`src/logic/stepper_macros.svh`:
```
`ifndef STEPPER_MACROS_SVH
`define STEPPER_MACROS_SVH

// Angle input and scale factor, both Q16.16
`define ANGLE_W 32
`define FRAC_W 16

// Step count width, products beyond this are rejected
`define STEP_W 24

// Microsteps per angle unit in Q16.16 (1.5)
`define STEP_SCALE 32'h0001_8000

// clk_i cycles per profiler tick
`define TICK_CYCLES 4

// Rate level, ceiling reached at cruise
`define RATE_W 4
`define RATE_MAX 8

// Step period = BASE_PERIOD - rate * RATE_GAIN
`define BASE_PERIOD 40
`define RATE_GAIN 4

`endif

```
`src/logic/stepper_pkg.sv`:
```
`default_nettype none

package stepper_pkg;

  `include "stepper_macros.svh"

  // Stage 1 to stage 2, valid is a single-cycle strobe
  typedef struct packed {
    logic               valid;
    logic               dir;
    logic [`STEP_W-1:0] steps;
  } move_cmd_t;

  // Stage 2 to stage 3, held as levels for the whole move
  typedef struct packed {
    logic               active;
    logic               dir;
    logic [`RATE_W-1:0] rate;
  } rate_cmd_t;

  // Ramp profiler FSM
  typedef enum logic [2:0] {
    RAMP_IDLE,
    RAMP_ACCEL,
    RAMP_CRUISE,
    RAMP_DECEL,
    RAMP_DONE
  } ramp_state_e;

endpackage

`default_nettype wire

```
`src/logic/angle_scaler.sv`:
```
`timescale 1ns/10ps
`default_nettype none

`include "stepper_macros.svh"

module angle_scaler (
  input  logic                  clk_i,
  input  logic                  rst_n_i,
  input  logic                  start_i,
  input  logic                  dir_i,
  input  logic [`ANGLE_W-1:0]   angle_i,
  input  logic                  busy_i,
  output stepper_pkg::move_cmd_t cmd_o,
  output logic                  err_o
);

  import stepper_pkg::*;

  // Q16.16 times Q16.16 gives Q32.32
  localparam int PROD_W  = 2 * `ANGLE_W;
  localparam int INT_LSB = 2 * `FRAC_W;

  logic [PROD_W-1:0]  product;
  logic [`STEP_W-1:0] int_steps;
  logic               overflow;
  logic               accept;
  move_cmd_t          next_cmd;

  assign product   = PROD_W'(angle_i) * PROD_W'(`STEP_SCALE);
  assign int_steps = product[INT_LSB +: `STEP_W];
  // Any integer bit above the step width is lost motion
  assign overflow  = |product[PROD_W-1:INT_LSB+`STEP_W];

  // A command still in flight to stage 2 counts as busy too
  assign accept = start_i && !busy_i && !cmd_o.valid;

  always_comb begin
    next_cmd.valid = !overflow;
    next_cmd.dir   = dir_i;
    next_cmd.steps = int_steps;
  end

  always_ff @(posedge clk_i) begin
    if (!rst_n_i) begin
      cmd_o <= '0;
      err_o <= 1'b0;
    end else begin
      cmd_o.valid <= 1'b0;
      if (accept) begin
        cmd_o <= next_cmd;
        // Error stays up until the next accepted start
        err_o <= overflow;
      end
    end
  end

  a_no_cmd_with_err: assert property (
    @(posedge clk_i) disable iff (!rst_n_i)
    !(cmd_o.valid && err_o)
  ) else $error("move command issued while error is set");

endmodule

`default_nettype wire

```
`src/logic/ramp_profiler.sv`:
```
`timescale 1ns/10ps
`default_nettype none

`include "stepper_macros.svh"

module ramp_profiler (
  input  logic                   clk_i,
  input  logic                   rst_n_i,
  input  stepper_pkg::move_cmd_t cmd_i,
  input  logic                   step_done_i,
  output stepper_pkg::rate_cmd_t rate_o,
  output logic                   busy_o,
  output logic                   done_o
);

  import stepper_pkg::*;

  localparam int TICK_W = $clog2(`TICK_CYCLES + 1);

  ramp_state_e        state_q;
  logic [TICK_W-1:0]  tick_cnt_q;
  logic               tick;
  logic [`RATE_W-1:0] rate_q;
  logic               dir_q;
  logic [`STEP_W-1:0] remain_q;
  logic [`STEP_W-1:0] spent_q;
  logic [`STEP_W-1:0] ramp_len_q;
  logic [`STEP_W-1:0] accel_steps;
  logic               last_step;

  // Timekeeping tick, one cycle in TICK_CYCLES
  assign tick = (tick_cnt_q == TICK_W'(`TICK_CYCLES - 1));

  // While still accelerating, everything spent so far belongs to the ramp
  assign accel_steps = (state_q == RAMP_ACCEL) ? spent_q : ramp_len_q;
  assign last_step   = step_done_i && (remain_q == `STEP_W'(1));

  assign busy_o = (state_q == RAMP_ACCEL) || (state_q == RAMP_CRUISE) ||
                  (state_q == RAMP_DECEL);
  assign done_o = (state_q == RAMP_DONE);

  always_comb begin
    rate_o.active = busy_o;
    rate_o.dir    = dir_q;
    rate_o.rate   = rate_q;
  end

  always_ff @(posedge clk_i) begin
    if (!rst_n_i) begin
      state_q    <= RAMP_IDLE;
      tick_cnt_q <= '0;
      rate_q     <= '0;
      dir_q      <= 1'b0;
      remain_q   <= '0;
      spent_q    <= '0;
      ramp_len_q <= '0;
    end else begin
      case (state_q)
        RAMP_IDLE: begin
          if (cmd_i.valid) begin
            remain_q   <= cmd_i.steps;
            dir_q      <= cmd_i.dir;
            spent_q    <= '0;
            ramp_len_q <= '0;
            tick_cnt_q <= '0;
            rate_q     <= `RATE_W'(1);
            // Nothing to move, report completion at once
            state_q    <= (cmd_i.steps == '0) ? RAMP_DONE : RAMP_ACCEL;
          end
        end

        RAMP_ACCEL, RAMP_CRUISE, RAMP_DECEL: begin
          tick_cnt_q <= tick ? '0 : tick_cnt_q + 1'b1;

          if (step_done_i) begin
            remain_q <= remain_q - 1'b1;
            spent_q  <= spent_q + 1'b1;
          end

          if (last_step) begin
            state_q <= RAMP_DONE;
          end else if (state_q != RAMP_DECEL && remain_q <= accel_steps) begin
            // Enough distance left only to brake over the same steps
            state_q <= RAMP_DECEL;
          end else if (state_q == RAMP_ACCEL && tick &&
                       rate_q == `RATE_W'(`RATE_MAX - 1)) begin
            state_q    <= RAMP_CRUISE;
            ramp_len_q <= spent_q;
          end

          if (tick) begin
            if (state_q == RAMP_ACCEL && rate_q < `RATE_W'(`RATE_MAX)) begin
              rate_q <= rate_q + 1'b1;
            end else if (state_q == RAMP_DECEL && rate_q > `RATE_W'(1)) begin
              rate_q <= rate_q - 1'b1;
            end
          end
        end

        RAMP_DONE: state_q <= RAMP_IDLE;

        default: state_q <= RAMP_IDLE;
      endcase
    end
  end

  a_rate_in_range: assert property (
    @(posedge clk_i) disable iff (!rst_n_i)
    rate_o.active |-> (rate_o.rate >= `RATE_W'(1) && rate_o.rate <= `RATE_W'(`RATE_MAX))
  ) else $error("rate level out of range during move");

  a_done_single: assert property (
    @(posedge clk_i) disable iff (!rst_n_i)
    done_o |=> !done_o
  ) else $error("done pulse longer than one cycle");

endmodule

`default_nettype wire

```
`src/logic/step_pulse_gen.sv`:
```
`timescale 1ns/10ps
`default_nettype none

`include "stepper_macros.svh"

module step_pulse_gen (
  input  logic                   clk_i,
  input  logic                   rst_n_i,
  input  stepper_pkg::rate_cmd_t rate_i,
  output logic                   step_o,
  output logic                   dir_o,
  output logic                   step_done_o
);

  import stepper_pkg::*;

  localparam int PERIOD_W = $clog2(`BASE_PERIOD + 1);

  logic [PERIOD_W-1:0] rate_cut;
  logic [PERIOD_W-1:0] period;
  logic [PERIOD_W-1:0] cnt_q;
  logic [PERIOD_W-1:0] cnt_next;
  logic                step_q;

  // Higher rate shortens the period by RATE_GAIN cycles per level
  assign rate_cut = PERIOD_W'(rate_i.rate) * PERIOD_W'(`RATE_GAIN);
  assign period   = PERIOD_W'(`BASE_PERIOD) - rate_cut;
  assign cnt_next = cnt_q + 1'b1;

  // Counter runs only during a move and restarts when the move ends
  always_ff @(posedge clk_i) begin
    if (!rst_n_i) begin
      cnt_q  <= '0;
      step_q <= 1'b0;
    end else if (!rate_i.active) begin
      cnt_q  <= '0;
      step_q <= 1'b0;
    end else if (cnt_next >= period) begin
      // Period may shrink under the count while the rate rises
      cnt_q  <= '0;
      step_q <= 1'b1;
    end else begin
      cnt_q  <= cnt_next;
      step_q <= 1'b0;
    end
  end

  assign step_o      = step_q;
  assign step_done_o = step_q;

  // Direction held steady for the whole move
  assign dir_o = rate_i.active && rate_i.dir;

  a_step_needs_active: assert property (
    @(posedge clk_i) disable iff (!rst_n_i)
    step_o |-> rate_i.active
  ) else $error("step pulse outside an active move");

endmodule

`default_nettype wire

```
`src/logic/stepper_drive_top.sv`:
```
`timescale 1ns/10ps
`default_nettype none

`include "stepper_macros.svh"

module stepper_drive_top (
  input  logic                clk_i,
  input  logic                rst_n_i,
  input  logic                start_i,
  input  logic                dir_i,
  input  logic [`ANGLE_W-1:0] angle_i,
  output logic                step_o,
  output logic                dir_o,
  output logic                busy_o,
  output logic                done_o,
  output logic                err_o
);

  import stepper_pkg::*;

  move_cmd_t move_cmd;
  rate_cmd_t rate_cmd;
  logic      step_done;

  // Stage 1, angle to step count
  angle_scaler i_angle_scaler (
    .clk_i   (clk_i),
    .rst_n_i (rst_n_i),
    .start_i (start_i),
    .dir_i   (dir_i),
    .angle_i (angle_i),
    .busy_i  (busy_o),
    .cmd_o   (move_cmd),
    .err_o   (err_o)
  );

  // Stage 2, trapezoidal rate profile
  ramp_profiler i_ramp_profiler (
    .clk_i       (clk_i),
    .rst_n_i     (rst_n_i),
    .cmd_i       (move_cmd),
    .step_done_i (step_done),
    .rate_o      (rate_cmd),
    .busy_o      (busy_o),
    .done_o      (done_o)
  );

  // Stage 3, step pulses and direction
  step_pulse_gen i_step_pulse_gen (
    .clk_i       (clk_i),
    .rst_n_i     (rst_n_i),
    .rate_i      (rate_cmd),
    .step_o      (step_o),
    .dir_o       (dir_o),
    .step_done_o (step_done)
  );

endmodule

`default_nettype wire

```
`config.mk`:
```
export PLATFORM = sky130hd
export DESIGN_NAME = stepper_drive_top
export DESIGN_NICKNAME = d
export VERILOG_FILES = /design/src/logic/stepper_pkg.sv /design/src/logic/angle_scaler.sv /design/src/logic/ramp_profiler.sv /design/src/logic/step_pulse_gen.sv /design/src/logic/stepper_drive_top.sv
export VERILOG_INCLUDE_DIRS = /design/src /design/src/logic
export SDC_FILE = /design/constraint.sdc
export NUM_CORES = 1
export LEC_CHECK = 0
export ABC_AREA = 0
export BUFFER_PORTS_ARGS = -buffer_cell sky130_fd_sc_hd__buf_4
export CAP_MARGIN = 40
export CORE_AREA = 8 8 120 122
export DETAILED_ROUTE_END_ITERATION = 8
export DIE_AREA = 0 0 128 130
export GPL_TIMING_DRIVEN = 0
export PLACE_DENSITY = 0.81
export SETUP_SLACK_MARGIN = 0.2
export SLEW_MARGIN = 20
export SYNTH_ARGS = -nofsm -noshare
export SYNTH_HDL_FRONTEND = slang
export SYNTH_SLANG_ARGS = --single-unit
```
`constraint.sdc`:
```
create_clock -name clk_i -period 10.75 [get_ports clk_i]
set_clock_uncertainty 0.1 [all_clocks]
set_input_delay 1.075 -clock clk_i [delete_from_list [all_inputs] [get_ports clk_i]]
set_output_delay 1.075 -clock clk_i [all_outputs]
set_load 0.005 [all_outputs]
```
==> metrics.md, run 1 <==
| Metric | Value |
|---|---|
| Setup crit start kind | `register` |
| Via count | `5847` |
| Slew Viols, Final | `0` |
| GP Congestion | `0.9112` |
| Area Growth Syn to Fin | `12.05%` |
| Async S/R FF share, synth | `0` |
| Initial Util | `0.5376` |
| Syn_area_per_cell | `8.679 um2` |
| Sw Share | `0.4256` |
| Psw | `0.6597 mW` |
| Crit-path max cell delay | `0.64 ns` |
| Pre-CTS WS | `6.628 ns` |
| Area share of the largest cell type after synthesis | `0.3270` |
| Endpoints failing setup | `0` |
| Antenna cell count | `0` |
| Finished Core Util | `0.6024` |
| Die Footprint | `16640 um2` |
| Crit path capture type | `register` |
| Iter 0 DRT Violations | `520` |
| Worst-Margin Slew | `0.8266 ns` |
| Clk buf depth | `2` |
| # rows | `41` |
| CP arrival | `4.35 ns` |
| I/O Buffers | `39` |
| Clock Pin Slew Worst Setup and Hold Paths | `0.08 ns` |
| TritonRoute pass-1 iters | `5` |
| F_max | `0.2376 GHz` |
| Die H | `130 um` |
| DR vias/cell | `5.870` |
| Mapped Area | `6674 um2` |
| H-tree depth | `3` |
| Slowest CP cell | `buf_1` |
| Leak | `3.006 nW` |
| Max-Cap Viols | `0` |
| Area leader, netlist | `dfxtp_1` |
| Buf/Inv on CP | `4` |
| Worst min-delay path startpoint | `i_ramp_profiler.tick_cnt_q[2]` |
| Worst setup path start | `i_ramp_profiler.state_q[0]` |
| Number of synthesized flops with an enable pin | `0` |
| Grt ovf | `0` |
| Clock Latency Late Sink | `0.35 ns` |
| CTS tree | `yes` |
| Classification of the worst setup path | `reg2reg` |
| Seq/Total Area, Yosys | `0.3270` |
| Status | `finished clean` |
| Fin. Hold Viols | `0` |
| Post-CTS setup buffer count | `0` |
| Flop and latch count out of synthesis | `109` |
| Seq pwr share | `0.331` |
| Slew HR | `0.4489` |
| Setup ws final | `6.542 ns` |
| CP Data Required Time | `10.89 ns` |
| PostCTS Resize Cnt | `0` |
| Hold_ws | `0.3485 ns` |
| Number of global-route vias before repair | `5609` |
| Yosys warns | `0` |
| First-pass GRT wire length | `26770 um` |
| Maximum vdd ir drop | `101.6 uV` |
| Share of post-route cells with drive strength above 1 | `0.1068` |
| Clk pwr share | `0.219` |
| Synth top area cells | `dfxtp_1 (33%), ha_1 (13%), nor2_1 (4.7%)` |
| P_int | `0.8902 mW` |
| # DRC | `0` |
| CORE AREA | `12410 um2` |
| Routed wire per std cell | `15.74 um` |
| Cell variety after synth | `74` |
| Most used DFF post-synth | `dfxtp_1` |
| Power, Total | `1.550 mW` |
| Syn nets | `874` |
| Period minus WS final | `4.208 ns` |
| RR Startpoint | `i_ramp_profiler.state_q[0]` |
| Root Driver | `clkbuf_16` |
| Crit Path Max Fanout | `10` |
| Unrepaired setup endpoints after global routing | `false` |
| Logic pwr share | `0.450` |
| Die X | `128 um` |
| Hold_buf cts | `0` |
| CP cell instances | `nor3b_1 -> buf_2 -> buf_1 -> mux2i_1 -> ha_1 -> a21o_1 -> a21o_1 -> a21oi_1 -> o211ai_1 -> a211oi_1 -> nor2_1 -> and4_4 -> buf_6 -> buf_6 -> a22o_1` |
| Fin Setup TNS | `0 ns` |
| Final wirelength | `15680 um` |
| HPWL Detailed | `11750 um` |
| Overall Global Routing Usage | `0.1959` |
| Hold crit path type | `reg2reg` |
| Top Ports | `41` |
| Total CTS buffers | `9` |
| Largest net degree at the start of global routing | `19` |
| Cells after synthesis | `769` |
| Final net count | `924` |
| P per Cell Area | `207.2 nW/um2` |
| Initial antenna violation count | `0` |
| Final Cycle Share | `0.3914` |
| CP delay by family, top | `buffers and inverters` |
| Total clock sinks | `109` |
| Remaining antenna violation count | `0` |
==> worst register-to-register path, cell delays in order, from the launching register on <==
cell and delay, ns:
dfxtp_1 0.44, nor3b_1 0.21, buf_2 0.28, buf_1 0.64, mux2i_1 0.31, ha_1 0.28, a21o_1 0.18, a21o_1 0.16
a21oi_1 0.17, o211ai_1 0.15, a211oi_1 0.34, nor2_1 0.19, and4_4 0.21, buf_6 0.13, buf_6 0.14, a22o_1 0.18
==> synth_stat cells, drive strengths merged (9+ instances only) <==
cell type  number
o21ai          51
ha             69
nor4           15
nand2          49
a22o           25
nand4          17
mux2i          26
nor3           13
nor2           87
nor2b          12
a21o           10
buf            11
clkbuf         23
or3             9
a21oi          62
xnor2          22
nand3          28
xor2           20
inv            18
dfxtp         109
==> layout make-up <==
type	instances	area [um2]
clock buffers	9	225.2
plain buffers	34	166.4
multi-input cells	608	4258
fillers	1117	4936
clock inverters	7	71.32
repair buffers	39	292.8
well taps	172	215.2
inverters	18	67.56
flip-flops and latches	109	2182
==> power by group through the flow <==
stage          clock, mW  sequential (mW)  combinational [mW]
3_3_place_gp           0            0.518               0.670
4_1_cts            0.339            0.511               0.688
2_1_floorplan          0            0.500               0.513
3_5_place_dp           0            0.520               0.680
5_1_grt            0.357            0.519               0.776
6_report           0.339            0.513               0.698
==> routing by layer <==
layer,vias to the layer above,routed length (um),global-route usage
met4,0,399,0.07413
li1,2911,-,-
met2,173,7411,0.3295
met1,2727,7087,0.2466
met3,36,780,0.03346
met5,-,0,0
==> sequential cells by signal, indices dropped and copies added, names as in the netlist <==
register                      flops
i_ramp_profiler.state_q           3
i_ramp_profiler.spent_q          24
i_ramp_profiler.dir_q             1
i_ramp_profiler.tick_cnt_q        3
i_angle_scaler.cmd_o             19
i_ramp_profiler.ramp_len_q       24
i_step_pulse_gen.cnt_q            6
i_ramp_profiler.rate_q            4
i_step_pulse_gen.step_done_o      1
i_ramp_profiler.remain_q         24
==> worst paths after layout <==
| check | endpoint | slack (ns) | cells past startpoint |
|---|---|---|---|
| hold / removal | i_ramp_profiler.tick_cnt_q[2] | 0.35 | 2 |
| hold reg to reg | i_ramp_profiler.tick_cnt_q[2] | 0.35 | 2 |
| setup reg to reg | i_ramp_profiler.ramp_len_q[11] | 6.54 | 15 |
| setup / recovery | i_ramp_profiler.ramp_len_q[11] | 6.54 | 15 |
==> cells in the final DEF (no fill, tap or decap), types with 4 or more instances in the layout <==
master,instances
o21ai_0,47
and2_1,4
nor4_1,14
or3_1,9
o21a_1,5
ha_1,69
inv_1,17
nor3_1,11
nand4_1,16
xnor2_1,22
clkbuf_1,23
a22o_1,25
nor2b_1,12
clkbuf_16,9
o211ai_1,5
a211oi_1,7
nand2_1,48
dfxtp_1,109
a21oi_1,61
a31oi_1,5
mux2i_1,26
and3_1,4
a21o_1,10
nand2b_1,5
o21ai_1,4
xor2_1,20
nand3_1,28
nor2_1,84
a22oi_1,4
and4_1,7
buf_4,43
==> stage by stage <==
stage / cells / cell area [um2]
2_1_floorplan: 769 / 6674
3_3_place_gp: 980 / 7182
3_5_place_dp: 980 / 7182
4_1_cts: 996 / 7478
5_1_grt: 996 / 7478
6_report: 996 / 7478
==> cell families (layout without fill, tap and decap cells) <==
kind of cell,after synthesis,count (layout),share of synthesized area
multiplexers,27,27,0.04068
XOR/XNOR,42,42,0.05512
AO/OA/AOI/OAI,202,202,0.2030
other,1,1,0.0005619
adder cells (fa/ha/maj),69,69,0.1294
AND/OR/NAND/NOR,267,267,0.2092
buffers and inverters,52,107,0.03506
flip-flops,109,109,0.3270
No activity file was read; power rests on OpenSTA's default activity.
==> run 2: changes to the inputs <==
ABC_AREA = 1   (was 0)
CORE_AREA = 8 8 132 134   (was 8 8 120 122)
DIE_AREA = 0 0 140 142   (was 0 0 128 130)
PLACE_DENSITY = 0.83   (was 0.81)
clock period = 3.65 ns   (was 10.75 ns; I/O delays follow)
==> metrics.md, run 2 <==
| Metric | Value |
|---|---|
| Status | `finished clean` |
| Classification of the worst setup path | `reg2reg` |
| CP arrival | `3.48 ns (-0.87 ns)` |
| Hold_buf cts | `0 (unchanged)` |
| Final cell count without fillers | `1550 (+56%)` |
| Clock Latency Late Sink | `0.37 ns (+0.02 ns)` |
| Flop and latch count out of synthesis | `109 (unchanged)` |
| Most common cell on crit path | `nand2_1` |
| Cells after synthesis | `1300 (+69%)` |
| Buf/Inv on CP | `4 (unchanged)` |
| Via count | `8686 (+49%)` |
| Leak | `4.193 nW (+39%)` |
| Clock Pin Slew Worst Setup and Hold Paths | `0.07 ns (about the same)` |
| Top-count cell post-synth | `nand2_1` |
| P per Cell Area | `688.3 nW/um2 (+230%)` |
| Most common cell after layout, fill and taps aside | `nand2_1` |
| Largest net degree at the start of global routing | `18 (-1)` |
| Top Ports | `41 (unchanged)` |
| GP Congestion | `0.9664 (+6.1%)` |
| Seq/Total Area, Yosys | `0.2663 (-0.06066)` |
| Slew HR | `0.5552 (+0.1063)` |
| Fin. Hold Viols | `0 (unchanged)` |
| Syn nets | `1405 (+61%)` |
| Initial antenna violation count | `0 (unchanged)` |
| Period minus WS final | `3.322 ns (-0.8866 ns)` |
| # DRC | `0 (unchanged)` |
| Max-Cap Viols | `0 (unchanged)` |
| First-pass GRT wire length | `37320 um (+39%)` |
| Initial Util | `0.5312 (-0.006364)` |
| Power, Total | `6.245 mW (+300%)` |
| Worst-Margin Slew | `0.6672 ns (-0.1594 ns)` |
| Clk buf depth | `2 (unchanged)` |
| CORE AREA | `15420 um2 (+24%)` |
| Crit-path max cell delay | `0.47 ns (-0.17 ns)` |
| Area share of the largest cell type after synthesis | `0.2663 (-0.06066)` |
| Setup crit start kind | `register` |
| Cell variety after synth | `47 (-36%)` |
| Unrepaired setup endpoints after global routing | `false` |
| Final net count | `1458 (+58%)` |
| Endpoints failing setup | `0 (unchanged)` |
| DR vias/cell | `5.604 (-4.5%)` |
| Mapped Area | `8194 um2 (+23%)` |
| Number of global-route vias before repair | `8033 (+43%)` |
| Grt ovf | `0 (unchanged)` |
| Synth top area cells | `dfxtp_1 (27%), nand2_1 (13%), ha_1 (11%)` |
| HPWL Detailed | `17730 um (+51%)` |
| F_max | `0.3011 GHz (+27%)` |
| Final wirelength | `22670 um (+45%)` |
| Area Growth Syn to Fin | `10.72%` |
| Slowest CP cell | `dfxtp_1` |
| Die H | `142 um (+9.2%)` |
| I/O Buffers | `39 (unchanged)` |
| # rows | `46 (+12%)` |
| Crit Path Max Fanout | `10 (unchanged)` |
| CTS tree | `yes` |
| Die X | `140 um (+9.4%)` |
| Die Footprint | `19880 um2 (+19%)` |
| Yosys warns | `0 (unchanged)` |
| Slew Viols, Final | `0 (unchanged)` |
| Most used DFF post-synth | `dfxtp_1` |
| Top flop regs | `i_ramp_profiler.ramp_len_q (24), i_ramp_profiler.remain_q (24), i_ramp_profiler.spent_q (24)` |
| Hold crit path type | `in2reg` |
| Commonest non-fill, non-tap cells in the layout | `nand2_1 (290), nor2_1 (181), inv_1 (145), dfxtp_1 (109), a21oi_1 (98)` |
| Async S/R FF share, synth | `0 (unchanged)` |
| Iter 0 DRT Violations | `909 (+75%)` |
| Share of post-route cells with drive strength above 1 | `0.09573 (-0.01107)` |
| Antenna cell count | `0 (unchanged)` |
| CP Data Required Time | `3.81 ns (-7.08 ns)` |
| Area leader, netlist | `dfxtp_1` |
| CP cell instances | `nor2_2 -> nand2_2 -> buf_4 -> clkbuf_4 -> nand2_1 -> o21ai_0 -> ha_1 -> nand2_1 -> inv_1 -> nand2_1 -> nand2_1 -> a21oi_1 -> nand3_1 -> nand2_1 -> nand2_1 -> nand2_2 -> nand2_4 -> nand2_2 -> buf_6 -> nand2_1 -> nand2_1 -> nor2_1` |
| Placed insts | `1531 (+56%)` |
| Root Driver | `clkbuf_16` |
| Final Cycle Share | `0.9100 (+0.5186)` |
| Syn_area_per_cell | `6.303 um2 (-27%)` |
| Total clock sinks | `109 (unchanged)` |
| Overall Global Routing Usage | `0.2273 (+0.03136)` |
| Crit path capture type | `register` |
| CP delay by family, top | `simple AND/OR/NAND/NOR gates` |
| Total CTS buffers | `9 (unchanged)` |
| H-tree depth | `3 (unchanged)` |
| TritonRoute pass-1 iters | `5 (unchanged)` |
| Number of synthesized flops with an enable pin | `0 (unchanged)` |
| Maximum vdd ir drop | `312.3 uV (+210%)` |
| Commonest cells post-synth | `nand2_1 (292), nor2_1 (183), inv_1 (145), dfxtp_1 (109), a21oi_1 (98)` |
| Routed wire per std cell | `14.63 um (-7.1%)` |
| Remaining antenna violation count | `0 (unchanged)` |
-- run 2: changes by cell type in the layout (fill, tap and decap cells not counted), sizes merged, moves of 36 or more --
| cell | delta |
|---|---|
| nand2 | +249 |
| inv | +156 |
| nor2 | +103 |
| o21ai | +56 |
| nand3 | +40 |
| a21oi | +36 |
-- run 2: cell type report --
class | count | area (um2)
fillers | 1452 | 6352
multi-input cells | 978 | 5191
flip-flops and latches | 109 | 2182
inverters | 175 | 656.9
repair buffers | 41 | 307.8
clock buffers | 11 | 242.7
well taps | 192 | 240.2
plain buffers | 39 | 193.9
clock inverters | 5 | 57.56
-- run 2: cells by family (layout without fill, tap and decap cells) --
family | Yosys count | in the layout | share of synthesized area
AOI/OAI and AO/OA | 256 | 256 | 0.1727
xor gates and xnor gates | 23 | 23 | 0.02458
adders and majority gates | 69 | 69 | 0.1054
buffers and inverters | 214 | 271 | 0.1022
DFF | 109 | 109 | 0.2663
other | 1 | 1 | 0.0004576
and+or+nand+nor | 628 | 629 | 0.3284
-- run 2: report_power, final --
part	internal, mW	total, mW	switching, mW
sequential	1.47	1.67	0.198
clock	0.553	1.02	0.463
combinational	1.22	3.56	2.34
-- run 2: worst paths after layout --
kind                                                    start                              to  slack [ns]  depth (start not counted)
worst max-delay path               i_ramp_profiler.state_q[2]  i_ramp_profiler.ramp_len_q[23]        0.33                         22
worst min-delay path                                    dir_i        i_angle_scaler.cmd_o[24]        0.17                          3
worst max register to register     i_ramp_profiler.state_q[2]  i_ramp_profiler.ramp_len_q[23]        0.33                         22
worst min register to register  i_ramp_profiler.tick_cnt_q[2]   i_ramp_profiler.tick_cnt_q[2]        0.36                          2
-- run 2: routing by layer --
metal / routed length [um] / GRT usage
met1: 9627 / 0.2656
met5: 0 / 0
met3: 1430 / 0.03287
met2: 10830 / 0.4021
met4: 785 / 0.1103
-- run 2: through the flow --
step           utilization  setup TNS (ns)  hold WS, ns  instance area (um2)  setup slack [ns]
2_1_floorplan            -               0       0.3225                 8194            0.8563
3_3_place_gp        0.5658         -0.1337       0.3331                 8727          -0.02319
3_5_place_dp        0.5658          -1.104       0.3432                 8727          -0.09778
4_1_cts             0.5854               0       0.1711                 9030            0.2240
5_1_grt             0.5882               0       0.1802                 9072            0.1298
6_report            0.5882               0       0.1729                 9072            0.3285
-- run 2: worst min-delay path: cells and delay by family --
kind | cells | cell delay [ns]
compound gates | 1 | 0.07
simple gates | 1 | 0.08
buf+inv | 1 | 0.08
-- run 2: repair_timing --
item	4_1_cts	5_1_grt
gates resized for setup	2	16
pin swaps	0	1
setup endpoints to repair	24	24
cloned	0	1
buffers inserted	0	2
